### src/hw/mips_pkg.sv
package mips_pkg;

	//////////////////////////////
	// widths
	//////////////////////////////

	// data word or instruction
	typedef logic [31:0] word_t;
	// register index, r0 reads as zero
	typedef logic [4:0] reg_idx_t;
	// instruction fields
	typedef logic [5:0] opcode_t;
	typedef logic [5:0] funct_t;
	// alu selector
	typedef logic [2:0] alu_op_t;
	// word addresses of the two memories
	typedef logic [7:0] imem_adr_t;
	typedef logic [7:0] dmem_adr_t;
	// wishbone word address, one bit more than a memory address
	typedef logic [8:0] wb_adr_t;

	//////////////////////////////
	// encodings
	//////////////////////////////

	// primary opcodes
	localparam opcode_t OP_RTYPE = 6'h00;
	localparam opcode_t OP_ADDI  = 6'h08;
	localparam opcode_t OP_LW    = 6'h23;
	localparam opcode_t OP_SW    = 6'h2b;
	localparam opcode_t OP_BEQ   = 6'h04;
	localparam opcode_t OP_HALT  = 6'h3f;

	// r-type function codes
	localparam funct_t FN_ADDU = 6'h21;
	localparam funct_t FN_SUBU = 6'h23;
	localparam funct_t FN_AND  = 6'h24;
	localparam funct_t FN_OR   = 6'h25;
	localparam funct_t FN_SLT  = 6'h2a;

	// alu operations
	localparam alu_op_t ALU_ADD = 3'd0;
	localparam alu_op_t ALU_SUB = 3'd1;
	localparam alu_op_t ALU_AND = 3'd2;
	localparam alu_op_t ALU_OR  = 3'd3;
	localparam alu_op_t ALU_SLT = 3'd4;

	// memory depths in words
	localparam int IMEM_WORDS = 256;
	localparam int DMEM_WORDS = 256;

	// wishbone map: bit set means data memory
	localparam int WB_DMEM_BIT = 8;

	// all zeros, decodes as a write to r0
	localparam word_t NOP_WORD = 32'h0000_0000;

	// core run state, held in fetch
	typedef enum logic [1:0] {
		RS_IDLE,
		RS_RUN,
		RS_HALTED
	} run_state_t;

endpackage

### src/hw/mips_execute.sv
`timescale 1ns/1ps

module mips_execute (
	input  logic                clk,
	input  logic                rst_n,
	input  logic                run,
	input  logic                stall_all,
	input  mips_pkg::word_t     d_rs_val,
	input  mips_pkg::word_t     d_rt_val,
	input  mips_pkg::word_t     d_imm,
	input  mips_pkg::reg_idx_t  d_rs,
	input  mips_pkg::reg_idx_t  d_rt,
	input  mips_pkg::reg_idx_t  d_dest,
	input  mips_pkg::alu_op_t   d_alu_op,
	input  logic                d_use_imm,
	input  logic                d_reg_write,
	input  logic                d_mem_read,
	input  logic                d_mem_write,
	input  logic                d_branch,
	input  logic                d_halt,
	input  mips_pkg::imem_adr_t d_pc_next,
	input  logic                wb_en,
	input  mips_pkg::reg_idx_t  wb_dest,
	input  mips_pkg::word_t     wb_data,
	output logic                br_taken,
	output mips_pkg::imem_adr_t br_target,
	output mips_pkg::word_t     e_alu_result,
	output mips_pkg::word_t     e_store_data,
	output mips_pkg::reg_idx_t  e_dest,
	output logic                e_reg_write,
	output logic                e_mem_read,
	output logic                e_mem_write,
	output logic                e_halt
);

	mips_pkg::word_t op_a;
	mips_pkg::word_t fwd_b;
	mips_pkg::word_t op_b;
	mips_pkg::word_t alu_out;

	// take the result stage value when it writes the same non-zero register
	function automatic mips_pkg::word_t forward(input mips_pkg::reg_idx_t idx,
			input mips_pkg::word_t reg_val);
		if (wb_en && wb_dest != '0 && wb_dest == idx)
			return wb_data;
		else
			return reg_val;
	endfunction

	always_comb begin
		op_a  = forward(d_rs, d_rs_val);
		fwd_b = forward(d_rt, d_rt_val);
		op_b  = d_use_imm ? d_imm : fwd_b;
	end

	//////////////////////////////
	// alu
	//////////////////////////////

	always_comb begin
		case (d_alu_op)
			mips_pkg::ALU_SUB: alu_out = op_a - op_b;
			mips_pkg::ALU_AND: alu_out = op_a & op_b;
			mips_pkg::ALU_OR:  alu_out = op_a | op_b;
			// signed compare
			mips_pkg::ALU_SLT: alu_out = {31'd0, $signed(op_a) < $signed(op_b)};
			default:           alu_out = op_a + op_b;
		endcase
	end

	// beq on forwarded operands
	assign br_taken  = run && !stall_all && d_branch && (op_a == fwd_b);
	// word offset from pc+1 wrapping in the 8-bit space
	assign br_target = d_pc_next + d_imm[7:0];

	// control half of the execute/result register
	always_ff @(posedge clk or negedge rst_n) begin
		if (!rst_n) begin
			e_reg_write <= 1'b0;
			e_mem_read  <= 1'b0;
			e_mem_write <= 1'b0;
			e_halt      <= 1'b0;
		end else if (!run || br_taken) begin
			e_reg_write <= 1'b0;
			e_mem_read  <= 1'b0;
			e_mem_write <= 1'b0;
			e_halt      <= 1'b0;
		end else if (!stall_all) begin
			e_reg_write <= d_reg_write;
			e_mem_read  <= d_mem_read;
			e_mem_write <= d_mem_write;
			e_halt      <= d_halt;
		end
	end

	// payload half with the forwarded rt as store data
	always_ff @(posedge clk) begin
		if (!stall_all) begin
			e_alu_result <= alu_out;
			e_store_data <= fwd_b;
			e_dest       <= d_dest;
		end
	end

endmodule

### config.mk
export PLATFORM = sky130hd
export DESIGN_NAME = mips_execute
export DESIGN_NICKNAME = d
export VERILOG_FILES = /design/src/hw/mips_pkg.sv /design/src/hw/mips_execute.sv
export SDC_FILE = /design/constraint.sdc
export NUM_CORES = 1
export LEC_CHECK = 0
export BUFFER_PORTS_ARGS = -buffer_cell sky130_fd_sc_hd__buf_4
export CAP_MARGIN = 10
export CORE_ASPECT_RATIO = 1.2
export CORE_MARGIN = 5
export CORE_UTILIZATION = 45
export DETAILED_ROUTE_END_ITERATION = 12
export PLACE_DENSITY = 0.7
export SLEW_MARGIN = 10
export SYNTH_ARGS = -nofsm -noshare
export SYNTH_HDL_FRONTEND = slang
export SYNTH_SLANG_ARGS = --single-unit
### constraint.sdc
create_clock -name clk -period 2.9 [get_ports clk]
set_input_delay 0.145 -clock clk [delete_from_list [all_inputs] [get_ports clk]]
set_output_delay 0.145 -clock clk [all_outputs]
set_load 0.1 [all_outputs]
Word level (Yosys, flattened, before mapping)
Cells that the tools add are included.
- equal/unequal tests: 8
- muxes and demuxes: 12
- $lt $le $gt $ge: 1
- add/sub/neg operators: 3
- bitwise gates (word level): 2
- reductions and logical operators: 10
- operator list (cell ; number):
    32-bit case mux with 4 select lines ; 1
    32-bit 2-to-1 mux ; 3
    32-bit adder ; 1
    32-bit bitwise AND ; 1
    32-bit equality test ; 1
    32-bit < comparator ; 1
    32-bit OR ; 1
    32-bit subtractor ; 1
    5-bit equality test ; 2
    8-bit adder ; 1
    1-bit 2-to-1 mux ; 8
    3-bit by 2-bit equality test with 1-bit output (second input constant) ; 2
    1-bit logical AND ; 6
    5-bit nonzero test ; 1
    3-bit by 1-bit equality test with 1-bit output (second input constant) ; 1
    3-bit equality test (second input constant) ; 1
    1-bit zero test ; 2
    2-bit by 1-bit != test with 1-bit output (second input constant) ; 1
    1-bit logical OR ; 1
- input bits: 170
- bits in registers: 73
- logic and storage cells: 43

Logic depth before layout (Yosys ltp)
- depth in word-level cells: 8
- mapped depth: 19
- mapped depth without buffers: 17

Worst setup path after synthesis
No wires, ideal clock.
- kind: input to register
- start: input wb_dest[3]
- end: register e_alu_result[18], data pin
- buffers on the path: 2
- arrival time: 4.278 ns
- setup slack: -1.634 ns
- setup time: 0.255 ns
- stages: 17
- path through: or4_4 -> o211ai_1 -> nor2_2 -> buf_2 -> mux2_2 -> mux2_2 -> ha_1 -> clkbuf_2 -> or4_1 -> a2111oi_0 -> o31a_1 -> o311ai_1 -> nand2_1 -> a21oi_1 -> o31a_1 -> o221a_2 -> and3_1
- longest elaborated chain between the ends: 7
- elaborated cells on any way between the ends: 14
- RTL lines (item ; RTL line ; source):
    start: declaration ; mips_execute.sv:23 ; input mips_pkg::reg_idx_t wb_dest,
    5-bit nonzero test ; mips_execute.sv:44 ; if (wb_en && wb_dest != '0 && wb_dest == idx)
    1-bit logical AND ; mips_execute.sv:44 ;
    1-bit logical AND * ; mips_execute.sv:44 ;
    32-bit 2-to-1 mux * ; mips_execute.sv:44 ;
    net fwd_b[10] ; mips_execute.sv:37 ; mips_pkg::word_t fwd_b;
    32-bit 2-to-1 mux * ; mips_execute.sv:53 ; op_b = d_use_imm ? d_imm : fwd_b;
    32-bit adder or 32-bit subtractor (tied branches) ; mips_execute.sv:67, mips_execute.sv:62 ;
    32-bit case mux with 4 select lines * ; mips_execute.sv:61 ; case (d_alu_op)
    net alu_out[18] ; mips_execute.sv:39 ; mips_pkg::word_t alu_out;
    end signal: assignment ; mips_execute.sv:99 ; e_alu_result <= alu_out;
    end: declaration ; mips_execute.sv:27 ; output mips_pkg::word_t e_alu_result,
Mark *: on every way through the listed nets, which the timed path passes. The rest lies on a longest branch.
A chain may end at the register's enable or synchronous reset.

Final worst setup path
- start: input wb_dest[3]
- end: register e_alu_result[31], data pin
The elaborated chain is that of the path after synthesis.

==> out/qor.yml <==
detailed_routing:
  dr.pass1.iters: 6
  drc: 0
  ant_nets: 0
  wl_mm: 46.8
  num_vias: 11790
  wl_per_cell_um: 23.1
  drtIter0Drc: 1079
  avgViaCountPerCell: 5.81
setup_path:
  cp_max_fo: 5
  crit_required_ps: 3010
  worstSetupPathType: "in -> reg"
  critPathArrivalTime_ps: 4370
  r2r_cells: 2
  critPathLaunchType: "input pin"
  cp-end-kind: "register"
place:
  port-buffer-count: 251
  dp.final_hpwl_mm: 35.2
  placed_cells: 1978
  gp_congestion: 1.02
  pre_cts_slack_ps: -1720
  dpl-instance-area_mm2: 0.0146
synth:
  avgSynthCellArea_um2: 8.41
  synth_cells: 1120
  yosysMostFrequentCell: "inv_1"
  ys.flop_type: "edfxtp_1"
  synth_common_cells: "127 x inv_1, 103 x ha_1, 89 x a21oi_1, 79 x nor2_1, 72 x o21ai_0"
  synth_top_area_share_pct: 22.0
  synth.top_cells.by_area: "edfxtp_1 22%, ha_1 14%, mux2_2 7.7%"
  synth_edf_count: 69
  syn_nets: 1396
  ys_async_sr_fraction_pct: 5.48
  yosysWarnings: 0
  yosys.area.top_type: "edfxtp_1"
  ys_seq_area_share_pct: 23.1
  synth_seq_cells: 73
  synth_cell_types: 74
  syn_area_mm2: 0.00942
clock_tree:
  cts_root_buffer: "clkbuf_16"
  cts.path.max_buffers: 2
  cts_tree: "done"
  clk_pin_slew_ps: 60
  cts_made_buffers: 9
  cts_sinks: 73
  worstSkewPairLatency_ps: 350
  htreeDepth: 3
grt:
  grt_usage_pct: 35.8
  grt_util_met1_pct: 47.5
  met3_usage_pct: 6.78
  grt_pass1_wl_mm: 66.5
  grt-busiest-layer: "met2"
  grt_pass1_vias: 11612
  overflow: 0
  antenna_found_initial: 0
  grt_max_degree: 42
  use_met2_pct: 57.8
status:
  status: "complete, but fails checks"
  violations: "setup timing"
floorplanning:
  die_h_um: 168
  core_mm2: 0.0208
  ios: 252
  initial_core_util_pct: 45.2
  dieArea_mm2: 0.0239
  die_w_um: 142
  rows: 58
hold_path:
  hold_depth: 3
  hold_path.class: "in -> reg"
sta:
  drv_slew: 0
  clock.fmax_ghz: 0.235
  finalWorstSetupSlack_ps: -1350
  timing.slew.headroom_pct: 48.1
  whs_ps: 64.3
  layout_min_cycle_time_ps: 4250
  finalSetupViolations: 37
  fin_tns_setup_ps: -32980
  skew_ps: 0
  final_hold_viol_count: 0
  period_share_pct: 147
  tightest_slew_ps: 778
  grt_setup_unrepaired: "true"
finish:
  diodes: 0
  drive_gt1_share_pct: 51.9
  nets: 2029
  fin_area_mm2: 0.0161
  layout.cells.non_filler: 2028
  utilization_pct: 77.5
  syn_to_final_growth_pct: 71.3
pwr:
  power.density_mw_per_mm2: 452
  p_leak_nw: 7.55
  irDropWorstVdd_v: 0.000336
  finalPower_mw: 7.29
run:
  cap_violations: 0
-- metal layers --
layer	up-vias	wire, um
met5	-	0
met4	0	1990
met3	140	4800
met2	715	21800
met1	5598	18200
li1	5337	-
-- registers in the layout, summed over array words and instances, names as in the netlist --
register,flops
e_alu_result,32
e_store_data,32
e_dest,5
e_halt,1
e_mem_read,1
e_mem_write,1
e_reg_write,1
-- power by group --
group,internal (mW),switching (mW)
Sequential,1.32,0.0485
Combinational,1.77,2.78
Clock,0.847,0.523
-- final cells by class --
cell class                      instances  area, um2
Multi-Input combinational cell        862       7560
Timing Repair Buffer                  679       5250
Fill cell                            1428       4690
Sequential cell                        73       2170
Inverter                              128        480
Tap cell                              270        338
Clock buffer                           10        229
Clock inverter                          6        115
-- logic make-up (layout without fill, tap and decap cells) --
family	after synthesis	after routing	share of synthesized area [%]
AOI/OAI and AO/OA	356	356	24.9
and+or+nand+nor	244	245	12.7
buffers and inverters	186	823	7.80
adders and majority gates	106	106	14.3
muxes	100	100	12.1
DFF	73	73	23.1
xor gates and xnor gates	55	55	5.11
-- worst paths after layout --
kind / startpoint / end / slack, ps
setup / recovery: wb_dest[3] / e_alu_result[31] / -1350
hold / removal: d_mem_write / e_mem_write / 60
setup reg to reg: e_halt / e_halt / 2050
hold reg to reg: e_mem_write / e_mem_write / 520
max in group asynchronous: rst_n / e_mem_read / 2640
min in group asynchronous: rst_n / e_halt / 140
-- repair_timing --
action | 4_1_cts | 5_1_grt
gates cloned | 1 | 0
setup endpoints to repair | 37 | 37
gates resized for setup | 116 | 63
hold endpoints to repair | 9 | 0
setup buffers | 22 | 8
hold buffers | 6 | 0
pin swaps | 64 | 39
-- worst max-delay path: stages --
cell and delay, ps:
buf_6 100, or4_4 530, o211ai_1 220, buf_4 220, nor2_4 90, mux2_2 290
mux2_2 310, ha_1 340, or4_4 570, or4_4 450, o41ai_2 210, buf_4 180
o21ai_2 60, nor3b_4 170, a21o_1 180, nor3b_2 150, a21o_1 160
-- cells in the final DEF, fill, tap and decap left out, types with 9 or more instances in the layout --
cell type	n
a21o_1	16
a21oi_1	64
a21oi_2	22
buf_4	651
buf_6	15
clkbuf_16	9
edfxtp_1	69
ha_1	86
ha_4	15
inv_1	124
mux2_2	54
mux2_4	10
mux2i_1	22
nand2_1	43
nand3_1	19
nand4_1	16
nor2_1	73
nor2b_1	9
nor3_1	17
o211ai_1	12
o21a_1	17
o21ai_0	55
o21ai_1	17
o21bai_1	18
o22ai_1	26
xnor2_1	17
xor2_1	24
xor2_2	10
Note: power is estimated with default switching activity, not from simulation.
